<file path="src/design/mipsCtrlPkg.sv">
`default_nettype none

package mipsCtrlPkg;

  localparam int instrWidth = 32;

  typedef enum logic [5:0] {
    opRType  = 6'b000000,
    opRegImm = 6'b000001,
    opJ      = 6'b000010,
    opJal    = 6'b000011,
    opBeq    = 6'b000100,
    opBne    = 6'b000101,
    opBlez   = 6'b000110,
    opBgtz   = 6'b000111,
    opAddiu  = 6'b001001,
    opAndi   = 6'b001100,
    opOri    = 6'b001101,
    opXori   = 6'b001110,
    opLb     = 6'b100000,
    opLh     = 6'b100001,
    opLw     = 6'b100011,
    opLbu    = 6'b100100,
    opLhu    = 6'b100101,
    opSw     = 6'b101011
  } opcode_t;

  typedef enum logic [5:0] {
    functJr   = 6'b001000,
    functAddu = 6'b100001,
    functAnd  = 6'b100100,
    functOr   = 6'b100101
  } functCode_t;

  typedef enum logic [2:0] {
    stateFetch   = 3'b000,
    stateDecode  = 3'b001,
    stateExec1   = 3'b010,
    stateExec2   = 3'b011,
    stateExec3   = 3'b100,
    stateHalted  = 3'b101,
    stateMemWait = 3'b110
  } ctrlState_t;

  typedef enum logic [4:0] {
    aluAnd          = 5'b00000,
    aluOr           = 5'b00001,
    aluAdd          = 5'b00010,
    aluXor          = 5'b00011,
    aluSetGtz       = 5'b00111,
    aluCompareEq    = 5'b01010,
    aluPassB        = 5'b01011,
    aluSetLez       = 5'b01100,
    aluBranchTarget = 5'b01101,
    aluPassA        = 5'b01110,
    aluFunct        = 5'b01111,
    aluJumpTarget   = 5'b10001
  } aluOp_t;

  typedef enum logic [1:0] {
    srcBReg        = 2'b00,
    srcBFour       = 2'b01,
    srcBImm        = 2'b10,
    srcBImmShifted = 2'b11
  } aluSrcB_t;

  typedef enum logic [3:0] {
    classAluReg, classAluImm, classLoad, classStore, classBranch,
    classJump, classJumpLink, classJumpReg, classUnknown
  } instrClass_t;

  typedef enum logic [2:0] {
    condEq, condNe, condLez, condGtz, condLtz, condGez
  } branchCond_t;

  typedef enum logic [1:0] {
    sizeWord, sizeHalf, sizeByte
  } accessSize_t;

  // Encodings match the load data extender
  typedef enum logic [1:0] {
    extendNone     = 2'b00,
    extendSignByte = 2'b10,
    extendSignHalf = 2'b11
  } loadExtend_t;

endpackage

`default_nettype wire

</file>
<file path="src/design/instrClassifier.sv">
`timescale 1ns/100ps
`default_nettype none

module instrClassifier (
  input  wire logic [mipsCtrlPkg::instrWidth-1:0] instr,
  output mipsCtrlPkg::instrClass_t                instrClass,
  output mipsCtrlPkg::branchCond_t                branchCond,
  output mipsCtrlPkg::accessSize_t                accessSize,
  output logic                                    signedLoad,
  output mipsCtrlPkg::aluOp_t                     immAluOp
);
  import mipsCtrlPkg::*;

  // rt field values under the REGIMM opcode
  localparam logic [4:0] rtBltz = 5'b00000;
  localparam logic [4:0] rtBgez = 5'b00001;

  opcode_t    opcode;
  functCode_t funct;
  logic [4:0] rt;

  assign opcode = opcode_t'(instr[31:26]);
  assign funct  = functCode_t'(instr[5:0]);
  assign rt     = instr[20:16];

  always_comb begin
    instrClass = classUnknown;
    branchCond = condEq;
    accessSize = sizeWord;
    signedLoad = 1'b0;
    immAluOp   = aluAdd;
    case (opcode)
      opRType: begin
        case (funct)
          functAddu, functAnd, functOr: instrClass = classAluReg;
          functJr:                      instrClass = classJumpReg;
          default:                      instrClass = classUnknown;
        endcase
      end
      opRegImm: begin
        if (rt == rtBltz || rt == rtBgez) begin
          instrClass = classBranch;
          branchCond = (rt == rtBltz) ? condLtz : condGez;
        end
      end
      opBeq:  begin instrClass = classBranch; branchCond = condEq;  end
      opBne:  begin instrClass = classBranch; branchCond = condNe;  end
      opBlez: begin instrClass = classBranch; branchCond = condLez; end
      opBgtz: begin instrClass = classBranch; branchCond = condGtz; end
      opAddiu: begin instrClass = classAluImm; immAluOp = aluAdd; end
      opAndi:  begin instrClass = classAluImm; immAluOp = aluAnd; end
      opOri:   begin instrClass = classAluImm; immAluOp = aluOr;  end
      opXori:  begin instrClass = classAluImm; immAluOp = aluXor; end
      opLw:  instrClass = classLoad;
      opLh:  begin instrClass = classLoad; accessSize = sizeHalf; signedLoad = 1'b1; end
      opLhu: begin instrClass = classLoad; accessSize = sizeHalf; end
      opLb:  begin instrClass = classLoad; accessSize = sizeByte; signedLoad = 1'b1; end
      opLbu: begin instrClass = classLoad; accessSize = sizeByte; end
      opSw:  instrClass = classStore;
      opJ:   instrClass = classJump;
      opJal: instrClass = classJumpLink;
      default: instrClass = classUnknown;
    endcase
  end

endmodule

`default_nettype wire

</file>
<file path="src/design/controlSequencer.sv">
`timescale 1ns/100ps
`default_nettype none

module controlSequencer (
  input  wire logic                     clk,
  input  wire logic                     rstN,
  input  wire logic                     run,
  input  wire logic                     pcIsZero,
  input  wire logic                     waitrequest,
  input  wire logic                     stall,
  input  wire logic                     aluLsb,
  input  wire logic                     lessThan,
  input  mipsCtrlPkg::instrClass_t      instrClass,
  input  mipsCtrlPkg::branchCond_t      branchCond,
  output mipsCtrlPkg::ctrlState_t       state,
  output logic                          pcWrite,
  output logic                          irWrite,
  output logic                          pcSrc,
  output logic                          active
);
  import mipsCtrlPkg::*;

  ctrlState_t nextState;
  logic       branchDelay;
  logic       branchTaken;
  logic       needExec2;

  assign needExec2 = instrClass inside {classAluReg, classAluImm, classLoad, classStore};

  always_comb begin
    case (branchCond)
      condEq, condLez: branchTaken = aluLsb;
      condNe, condGtz: branchTaken = ~aluLsb;
      condLtz:         branchTaken = lessThan;
      default:         branchTaken = ~lessThan;
    endcase
  end

  always_comb begin
    nextState = state;
    if (state == stateHalted) begin
      nextState = run ? stateFetch : stateHalted;
    end else if (pcIsZero) begin
      nextState = stateHalted;
    end else begin
      case (state)
        stateFetch, stateMemWait: nextState = waitrequest ? stateMemWait : stateDecode;
        stateDecode: nextState = stateExec1;
        stateExec1: begin
          if (!stall) nextState = needExec2 ? stateExec2 : stateFetch;
        end
        stateExec2: begin
          if (!waitrequest) nextState = (instrClass == classLoad) ? stateExec3 : stateFetch;
        end
        stateExec3: nextState = stateFetch;
        default:    nextState = stateHalted;
      endcase
    end
  end

  always_ff @(posedge clk) begin
    if (!rstN) begin
      state       <= stateHalted;
      branchDelay <= 1'b0;
    end else begin
      state <= nextState;
      // Fetch consumes the flag, exec1 sets it for the next fetch
      if (state == stateFetch) begin
        branchDelay <= 1'b0;
      end else if (state == stateExec1) begin
        if (instrClass == classBranch) branchDelay <= branchTaken;
        else branchDelay <= instrClass inside {classJump, classJumpLink, classJumpReg};
      end
    end
  end

  assign pcWrite = (state == stateFetch);
  assign irWrite = (state == stateDecode);
  assign pcSrc   = (state == stateFetch) && branchDelay;
  assign active  = (state != stateHalted);

endmodule

`default_nettype wire

</file>
<file path="src/design/datapathControl.sv">
`timescale 1ns/100ps
`default_nettype none

module datapathControl (
  input  mipsCtrlPkg::ctrlState_t  state,
  input  mipsCtrlPkg::instrClass_t instrClass,
  input  mipsCtrlPkg::branchCond_t branchCond,
  input  mipsCtrlPkg::aluOp_t      immAluOp,
  output logic                     aluSrcA,
  output mipsCtrlPkg::aluSrcB_t    aluSrcB,
  output mipsCtrlPkg::aluOp_t      aluOp,
  output logic                     aluSel,
  output logic                     extSel,
  output logic                     regDst,
  output logic                     memToReg,
  output logic                     regWrite,
  output logic                     link
);
  import mipsCtrlPkg::*;

  logic isJump;
  logic isAlu;

  assign isJump = instrClass inside {classJump, classJumpLink};
  assign isAlu  = instrClass inside {classAluReg, classAluImm};

  always_comb begin
    // PC + 4 unless a state says otherwise
    aluSrcA  = 1'b0;
    aluSrcB  = srcBFour;
    aluOp    = aluAdd;
    aluSel   = 1'b0;
    extSel   = 1'b0;
    regDst   = 1'b0;
    memToReg = 1'b0;
    regWrite = 1'b0;
    link     = 1'b0;
    case (state)
      stateDecode: begin
        aluSrcB = srcBImmShifted;
        extSel  = isJump;
        aluOp   = isJump ? aluPassB : aluBranchTarget;
      end
      stateExec1: begin
        case (instrClass)
          classLoad, classStore: begin
            aluSrcA = 1'b1;
            aluSrcB = srcBImm;
          end
          classAluReg: begin
            aluSrcA = 1'b1;
            aluSrcB = srcBReg;
            aluOp   = aluFunct;
          end
          classAluImm: begin
            aluSrcA = 1'b1;
            aluSrcB = srcBImm;
            aluOp   = immAluOp;
            // Logical immediates are zero extended
            extSel  = (immAluOp != aluAdd);
          end
          classBranch: begin
            aluSrcA = 1'b1;
            aluSrcB = srcBReg;
            aluSel  = 1'b1;
            case (branchCond)
              condEq, condNe: aluOp = aluCompareEq;
              condGtz:        aluOp = aluSetGtz;
              default:        aluOp = aluSetLez;
            endcase
          end
          classJump, classJumpLink: begin
            aluSrcB = srcBImmShifted;
            extSel  = 1'b1;
            aluOp   = aluJumpTarget;
            link    = (instrClass == classJumpLink);
          end
          classJumpReg: begin
            aluSrcA = 1'b1;
            aluOp   = aluPassA;
          end
          default: ;
        endcase
      end
      stateExec2: begin
        aluSel   = 1'b1;
        regWrite = isAlu;
        memToReg = isAlu;
        regDst   = (instrClass == classAluReg);
      end
      stateExec3: regWrite = (instrClass == classLoad);
      default: ;
    endcase
  end

endmodule

`default_nettype wire

</file>
<file path="src/design/memAccessControl.sv">
`timescale 1ns/100ps
`default_nettype none

module memAccessControl (
  input  mipsCtrlPkg::ctrlState_t   state,
  input  mipsCtrlPkg::instrClass_t  instrClass,
  input  mipsCtrlPkg::accessSize_t  accessSize,
  input  wire logic                 signedLoad,
  output logic                      memRead,
  output logic                      memWrite,
  output logic                      iOrD,
  output logic [3:0]                byteEnable,
  output mipsCtrlPkg::loadExtend_t  loadExtend
);
  import mipsCtrlPkg::*;

  logic isLoad;
  logic dataAccess;

  assign isLoad     = (instrClass == classLoad);
  assign dataAccess = (state == stateExec2) && (isLoad || instrClass == classStore);

  assign memRead  = (state == stateFetch) || (state == stateMemWait) ||
                    (state == stateExec2 && isLoad);
  assign memWrite = (state == stateExec2) && (instrClass == classStore);
  assign iOrD     = dataAccess;

  always_comb begin
    byteEnable = 4'b1111;
    if (dataAccess) begin
      case (accessSize)
        sizeHalf: byteEnable = 4'b0011;
        sizeByte: byteEnable = 4'b0001;
        default:  byteEnable = 4'b1111;
      endcase
    end
  end

  always_comb begin
    loadExtend = extendNone;
    if (isLoad && signedLoad) begin
      loadExtend = (accessSize == sizeByte) ? extendSignByte : extendSignHalf;
    end
  end

endmodule

`default_nettype wire

</file>
<file path="src/design/mipsControl.sv">
`timescale 1ns/100ps
`default_nettype none

module mipsControl (
  input  wire logic                               clk,
  input  wire logic                               rstN,
  input  wire logic                               run,
  input  wire logic                               pcIsZero,
  input  wire logic                               waitrequest,
  input  wire logic                               stall,
  input  wire logic                               aluLsb,
  input  wire logic                               lessThan,
  input  wire logic [mipsCtrlPkg::instrWidth-1:0] instr,
  output mipsCtrlPkg::ctrlState_t                 state,
  output logic                                    pcWrite,
  output logic                                    irWrite,
  output logic                                    pcSrc,
  output logic                                    active,
  output logic                                    aluSrcA,
  output mipsCtrlPkg::aluSrcB_t                   aluSrcB,
  output mipsCtrlPkg::aluOp_t                     aluOp,
  output logic                                    aluSel,
  output logic                                    extSel,
  output logic                                    regDst,
  output logic                                    memToReg,
  output logic                                    regWrite,
  output logic                                    link,
  output logic                                    memRead,
  output logic                                    memWrite,
  output logic                                    iOrD,
  output logic [3:0]                              byteEnable,
  output mipsCtrlPkg::loadExtend_t                loadExtend
);
  import mipsCtrlPkg::*;

  instrClass_t instrClass;
  branchCond_t branchCond;
  accessSize_t accessSize;
  logic        signedLoad;
  aluOp_t      immAluOp;

  instrClassifier classifier (
    .instr, .instrClass, .branchCond, .accessSize, .signedLoad, .immAluOp
  );

  controlSequencer sequencer (
    .clk, .rstN, .run, .pcIsZero, .waitrequest, .stall, .aluLsb, .lessThan,
    .instrClass, .branchCond, .state, .pcWrite, .irWrite, .pcSrc, .active
  );

  datapathControl datapath (
    .state, .instrClass, .branchCond, .immAluOp, .aluSrcA, .aluSrcB, .aluOp,
    .aluSel, .extSel, .regDst, .memToReg, .regWrite, .link
  );

  // Memory strobes and byte lanes
  memAccessControl memAccess (
    .state, .instrClass, .accessSize, .signedLoad, .memRead, .memWrite, .iOrD,
    .byteEnable, .loadExtend
  );

endmodule

`default_nettype wire

</file>
<file path="config.mk">
export PLATFORM = sky130hd
export DESIGN_NAME = mipsControl
export DESIGN_NICKNAME = d
export VERILOG_FILES = /design/src/design/mipsCtrlPkg.sv /design/src/design/instrClassifier.sv /design/src/design/controlSequencer.sv /design/src/design/datapathControl.sv /design/src/design/memAccessControl.sv /design/src/design/mipsControl.sv
export SDC_FILE = /design/constraint.sdc
export NUM_CORES = 1
export LEC_CHECK = 0
export ABC_CLOCK_PERIOD_IN_PS = 1650
export BUFFER_PORTS_ARGS = -buffer_cell sky130_fd_sc_hd__buf_2
export CAP_MARGIN = 15
export CORE_MARGIN = 1
export CORE_UTILIZATION = 41
export CTS_BUF_LIST = sky130_fd_sc_hd__clkbuf_8
export DETAILED_ROUTE_END_ITERATION = 16
export GPL_TIMING_DRIVEN = 0
export PLACE_DENSITY = 0.8
export SKIP_CTS_REPAIR_TIMING = 1
export SLEW_MARGIN = 20
export SYNTH_ARGS = -nofsm -noshare
export SYNTH_HDL_FRONTEND = slang
export SYNTH_SLANG_ARGS = --single-unit
</file>
<file path="constraint.sdc">
create_clock -name clk -period 1.65 [get_ports clk]
set_input_delay 0 -clock clk [delete_from_list [all_inputs] [get_ports clk]]
set_output_delay 0 -clock clk [all_outputs]
set_load 0.05 [all_outputs]
</file>
## Word level (Yosys, flattened, before mapping)

Cells that the tools add are included.

| word-level totals | value |
|---|---|
| bits of input ports | 40 |
| word-level logic and storage cells | 126 |
| flip-flop bits (word level) | 4 |
| output and inout bits | 30 |

| operators by class | value |
|---|---|
| reduce and logical (&&, ||, !) cells | 35 |
| multiplexer cells | 41 |
| equality and inequality tests | 45 |
| bitwise logic cells | 3 |

Operator list:

| operator | number |
|---|---|
| 6-bit equality test, second input constant | 9 |
| 4-bit one-hot mux with 8 select lines | 1 |
| 6-bit by 4-bit equality test with 1-bit output, second input constant | 5 |
| 3-bit 2-to-1 mux | 9 |
| 5-bit one-hot mux with 5 select lines | 1 |
| 6-bit by 3-bit equality test with 1-bit output, second input constant | 4 |
| 4-bit one-hot mux with 2 select lines | 3 |
| 2-bit OR reduction | 10 |
| 4-bit by 3-bit equality test with 1-bit output, second input constant | 4 |
| 3-bit one-hot mux with 5 select lines | 1 |
| 3-bit by 2-bit equality test with 1-bit output, second input constant | 4 |
| 3-bit equality test, second input constant | 4 |
| 6-bit by 2-bit equality test with 1-bit output, second input constant | 2 |
| 2-bit one-hot mux with 3 select lines | 2 |
| 3-bit one-hot mux with 4 select lines | 1 |
| 1-bit 2-to-1 mux | 11 |
| 5-bit one-hot mux with 2 select lines | 1 |
| 4-bit by 2-bit equality test with 1-bit output, second input constant | 2 |
| 4-bit 2-to-1 mux | 2 |
| 4-bit inequality test, second input constant | 2 |
| 1-bit one-hot mux with 2 select lines | 4 |
| 2-bit one-hot mux with 2 select lines | 2 |
| 4-bit OR reduction | 2 |
| 3-bit by 1-bit equality test with 1-bit output, second input constant | 2 |
| other kinds (23) | 36 |

## Logic depth before layout (Yosys ltp)

| logic depth | value |
|---|---|
| word-level depth | 11 |
| depth in mapped cells | 8 |
| gate-level depth less buffers | 6 |

## Cells and area by module

From an unflattened synthesis, not the netlist that was laid out.

| unflattened totals | value |
|---|---|
| cells, all modules | 197 |
| area, all modules | 1307.5 um2 |

By module, submodules not included:

| module | times used | cells an instance | sequential area each (um2) | area each (um2) |
|---|---|---|---|---|
| controlSequencer | 1 | 56 | 80.1 | 395.4 |
| instrClassifier | 1 | 56 | 0.0 | 384.1 |
| datapathControl | 1 | 67 | 0.0 | 379.1 |
| memAccessControl | 1 | 18 | 0.0 | 148.9 |

## Worst setup path before layout

No wires, ideal clock.

| timing | value |
|---|---|
| kind | reg2out |
| start point | reg sequencer.state[1] |
| end point | out aluSrcA |
| path buffers | 0 |
| path slack | -1.015 ns |
| cell stages (with the launch flop) | 4 |
| arrival time | 2.665 ns |
| data required time | 1.650 ns |
| path through | dfxtp_1 -> nor2b_1 -> nand2b_1 -> nor4_1 |

| on the way | value |
|---|---|
| word-level cells in the longest chain between the ends | 2 |

Ends and longest elaborated chain:

| what | RTL line | source |
|---|---|---|
| start: declaration | controlSequencer.sv:15 | `output mipsCtrlPkg::ctrlState_t state,` |
| start signal: assignment | controlSequencer.sv:63 | `state <= stateHalted;` |
| start signal: assignment | controlSequencer.sv:66 | `state <= nextState;` |
| 3-bit by 2-bit equality test with 1-bit output | datapathControl.sv:38 | `case (state)` |
| 1-bit 2-to-1 mux | datapathControl.sv:38 |  |
| end: declaration | mipsControl.sv:19 | `output logic aluSrcA,` |

No other way between the ends.

## Worst setup path in the final report

| timing | value |
|---|---|
| start point | in instr[18] (netlist bit) |
| end point | out byteEnable[3] |

| on the way | value |
|---|---|
| word-level cells in the longest chain between the ends | 8 |
| elaborated cells on any way between the ends | 10 |
| those cells by class | eq/ne (3); mux (3); reduce/logical (4) |

Ends and longest elaborated chain:

| what | RTL line | source |
|---|---|---|
| start: declaration | mipsControl.sv:13 | `input wire logic [mipsCtrlPkg::instrWidth-1:0] instr,` |
| 5-bit by 1-bit equality test with 1-bit output or 5-bit zero test (tied branches) | instrClassifier.sv:41 | `if (rt == rtBltz \|\| rt == rtBgez) begin` |
| 1-bit logical OR (*) | instrClassifier.sv:41 |  |
| 4-bit 2-to-1 mux (*) | instrClassifier.sv:41 |  |
| 4-bit one-hot mux with 8 select lines (*) | instrClassifier.sv:32 | `case (opcode)` |
| 4-bit by 2-bit equality test with 1-bit output (on tied branches) | memAccessControl.sv:20, memAccessControl.sv:21 |  |
| 1-bit logical OR (*) | memAccessControl.sv:21 | `assign dataAccess = (state == stateExec2) && (isLoad \|\| instrClass == classStore);` |
| 1-bit logical AND (*) | memAccessControl.sv:21 |  |
| 4-bit 2-to-1 mux (*) | memAccessControl.sv:30 | `if (dataAccess) begin` |
| end: declaration | mipsControl.sv:31 | `output logic [3:0] byteEnable,` |

Every way passes the cells marked *; elsewhere a longest branch is shown, timed or not.

==> summary.log <==
INFO  power          worst_ir_drop_vdd=1.05mV
INFO  place          detailed_place_hpwl=2.85mm
INFO  clock_tree     cts.root.buffer_cell=sky130_fd_sc_hd__clkbuf_8
INFO  final_layout   syn2layout_area_growth=77.0%
INFO  critical_path  cp_data_required_time=1.65ns
INFO  critical_path  worstPathMaxFanout=6
INFO  clock_tree     clock_tree_from_tritoncts=done
INFO  synthesis      multiplexer_share_of_the_synthesized_area=0.0184
INFO  synthesis      synth_compound_area_frac=0.334
INFO  timing         achievable-frequency=0.520GHz
INFO  critical_path  timing.setup.critical_path_class=in2out
INFO  synthesis      synth_largest_type_area_fraction=0.0811
INFO  critical_path  crit_path_frequent_cell=sky130_fd_sc_hd__buf_6
INFO  synthesis      mappedNetlistArea=1160µm²
INFO  critical_path  critPathTopFamily=simple AND/OR/NAND/NOR gates
INFO  critical_path  worstPathArrival=1.92ns
INFO  synthesis      avgSynthCellArea=6.61µm²
INFO  floorplan      die_width=55.1µm
INFO  final_layout   final_area=2050µm²
INFO  place          portBuffers=51
INFO  final_layout   design.final.nets=283
INFO  power          power.leakage=0.831nW
INFO  global_routing grtUsageTotal=0.244
INFO  global_routing grt_remaining_overflow=0
INFO  critical_path  timing.critical_path.to_type=primary output
INFO  critical_path  cp_slowest_cell=sky130_fd_sc_hd__or4_4
INFO  clock_tree     clk-insertion-delay-late=0.21ns
INFO  clock_tree     clkTransAtPathRegs=0.03ns
INFO  clock_tree     clock_path_buffers=2
INFO  synthesis      synthSimpleGateAreaFrac=0.454
INFO  synthesis      synth.yosys.warnings=0
INFO  clock_tree     h-tree-depth=1
INFO  timing         final-setup-viol-count=17
INFO  global_routing maximum_number_of_pins_on_one_net_before_global_route_repair=11
INFO  floorplan      core.rowCount=18
INFO  synthesis      ys_top_cells_by_area=sky130_fd_sc_hd__nor2_1 (8.1%), sky130_fd_sc_hd__dfxtp_1 (6.9%), sky130_fd_sc_hd__nand2_1 (6.2%), sky130_fd_sc_hd__o21ai_0 (5.6%), sky130_fd_sc_hd__a21oi_1 (3.9%)
INFO  clock_tree     clk_sink_count=4
INFO  synthesis      synth-edff-count=0
INFO  synthesis      post_synth_xor_area_fraction=0.0227
INFO  timing         finalHoldWorstSlack=0.0486ns
INFO  routing        detail-route-antenna-nets=0
INFO  timing         grt_setup_unrepaired=yes
INFO  place          dpl-instance-area=1650µm²
INFO  synthesis      synth_fa_ha_area_frac=0.0108
INFO  routing        detail_route.drc_violations=0
INFO  global_routing global_route_wire_length_before_repair=5.46mm
INFO  routing        drt_iter0_markers=49
INFO  floorplan      coreArea=2570µm²
INFO  synthesis      seq_area_frac_synth=0.0692
INFO  power          pwr_density_cell=467nW/µm²
INFO  run_status     violations_in_the_final_reports=setup timing
INFO  floorplan      initial_utilization=0.451
INFO  global_routing grt_pass1_vias=1237
INFO  critical_path  crit_path_cells=buf_6 -> or4_4 -> a31oi_4 -> o31ai_4 -> nor3b_4 -> and3_4 -> nand2b_4 -> buf_6 -> buf_8
INFO  worst_hold_path timing.hold.worst.class=in2reg
INFO  timing         worst_slack_setup_final=-0.271ns
INFO  global_routing grt_antenna_before_repair=0
INFO  timing         clock-skew-final=0.00260ns
INFO  synthesis      synth-seq-cells=4
INFO  final_layout   mostFrequentLayoutCell=sky130_fd_sc_hd__buf_2
INFO  synthesis      synth_top_family_by_area=simple AND/OR/NAND/NOR gates
INFO  run            cap_violations=0
INFO  floorplan      fp.dieArea=3040µm²
INFO  routing        routed_wirelength=3.84mm
INFO  final_layout   antenna_cells_inserted=0
INFO  final_layout   layout_common_cells=sky130_fd_sc_hd__buf_2 (33), sky130_fd_sc_hd__buf_4 (17), sky130_fd_sc_hd__nor2_1 (17)
INFO  final_layout   proportion_of_layout_cells_with_a_drive_suffix_above_1=0.593
INFO  synthesis      synth-main-ff-cell=sky130_fd_sc_hd__dfxtp_1
INFO  run_status     outcome=finished, violations left
INFO  timing         layout_min_cycle_time=1.92ns
INFO  floorplan      io-pin-count=70
INFO  synthesis      synth.distinct_cells=58
INFO  floorplan      die_height=55.1µm
INFO  routing        vias=1568
INFO  routing        drtPass1Iterations=4
INFO  timing         slew_viol_final=0
INFO  timing         finalHoldViolations=0
INFO  synthesis      synth-async-reset-ratio=0
INFO  synthesis      synth.net_count=216
INFO  synthesis      netlist_instances=175
INFO  critical_path  crit_path_start_kind=input pin
INFO  routing        routedWlPerCell=14.2µm
INFO  clock_tree     total_cts_buffers=3
INFO  critical_path  worstPathBufferInverterCount=3
INFO  place          finalWeightedCongestion=0.871
INFO  synthesis      synth_largest_area_cell=sky130_fd_sc_hd__nor2_1
INFO  timing         post-route-period-util=1.16
INFO  routing        viasPerCell=5.79
INFO  critical_path  timing.critical_path.slowest_cell_delay=0.54ns
power breakdown:
| part | switching (mW) | internal (mW) |
|---|---|---|
| registers | 0.0242 | 0.108 |
| clock network | 0.0476 | 0.158 |
| logic | 0.396 | 0.222 |
| total | 0.467 | 0.488 |
state kept, by name, summed over array words and instances, names as in the netlist:
signal and cells:
sequencer.branchDelay 1, sequencer.state 3
cell families (layout without fill, tap and decap cells):
logic type | count (synthesis) | count (layout)
compound gates | 52 | 52
xor+xnor | 3 | 3
fa+ha+maj | 1 | 1
buf+inv | 18 | 84
flops | 4 | 4
mux | 2 | 2
other cells | 1 | 1
simple gates | 94 | 94
worst register-to-register path, stage by stage (launching register included):
cell,delay (ns)
sky130_fd_sc_hd__dfxtp_2,0.42
sky130_fd_sc_hd__nor2b_4,0.22
sky130_fd_sc_hd__nand2_1,0.11
sky130_fd_sc_hd__inv_1,0.15
sky130_fd_sc_hd__nand4_1,0.20
sky130_fd_sc_hd__a22oi_1,0.23
worst paths after layout:
check                                          start                                 end  slack [ns]  cells past startpoint
hold reg to reg   sequencer.branchDelay$_SDFFE_PP0P_  sequencer.branchDelay$_SDFFE_PP0P_        0.45                      2
hold / removal                                  rstN     sequencer.state[2]$_SDFFE_PN1P_        0.05                      2
setup reg to reg     sequencer.state[1]$_SDFFE_PN0P_     sequencer.state[2]$_SDFFE_PN1P_        0.23                      5
setup / recovery                           instr[18]                       byteEnable[3]       -0.27                      9
synth_stat cells (2+ instances only):
cell type / n
sky130_fd_sc_hd__a211oi_1: 2
sky130_fd_sc_hd__a21o_1: 2
sky130_fd_sc_hd__a21oi_1: 9
sky130_fd_sc_hd__a22oi_1: 2
sky130_fd_sc_hd__a311oi_1: 2
sky130_fd_sc_hd__a31oi_1: 3
sky130_fd_sc_hd__and2_1: 2
sky130_fd_sc_hd__and3_1: 3
sky130_fd_sc_hd__buf_4: 5
sky130_fd_sc_hd__buf_6: 2
sky130_fd_sc_hd__clkbuf_1: 4
sky130_fd_sc_hd__dfxtp_1: 4
sky130_fd_sc_hd__inv_1: 7
sky130_fd_sc_hd__nand2_1: 19
sky130_fd_sc_hd__nand2b_1: 5
sky130_fd_sc_hd__nand3_1: 7
sky130_fd_sc_hd__nand4_1: 2
sky130_fd_sc_hd__nor2_1: 25
sky130_fd_sc_hd__nor2b_1: 5
sky130_fd_sc_hd__nor3_1: 4
sky130_fd_sc_hd__nor3b_1: 2
sky130_fd_sc_hd__nor4_1: 5
sky130_fd_sc_hd__o21a_1: 2
sky130_fd_sc_hd__o21ai_0: 13
sky130_fd_sc_hd__o31ai_1: 2
sky130_fd_sc_hd__o31ai_2: 2
sky130_fd_sc_hd__or2_2: 2
sky130_fd_sc_hd__xor2_1: 3
layout make-up:
class / count / area (µm²)
buffer: 10 / 78.8
fill: 180 / 519
tap: 30 / 37.5
clock buffer: 3 / 41.3
multi-input combinational: 153 / 1300
timing repair buffer: 63 / 469
inverter: 7 / 33.8
clock inverter: 1 / 3.75
sequential: 4 / 86.3
routing by layer:
layer  up-vias  track usage  part of all wire
met4         0       0.0417                 0
li1        775            -                 -
met2        65        0.380              0.48
met1       728        0.365              0.46
met3         0       0.0191             0.058
met5         -            0                 0
stage by stage:
| step | TNS (ns) | util | cells | total power [mW] | setup slack, ns |
|---|---|---|---|---|---|
| after floorplan | -1.08 | - | 175 | 0.544 | -0.186 |
| after global placement | -4.75 | 0.643 | 256 | 0.658 | -0.531 |
| after detailed placement | -5.24 | 0.643 | 256 | 0.664 | -0.561 |
| after CTS | -5.88 | 0.660 | 260 | 0.876 | -0.602 |
| after global routing | -4.30 | 0.798 | 271 | 1.02 | -0.338 |
| final | -2.94 | 0.798 | 271 | 0.956 | -0.271 |
No activity file was read; power rests on OpenSTA's default activity.
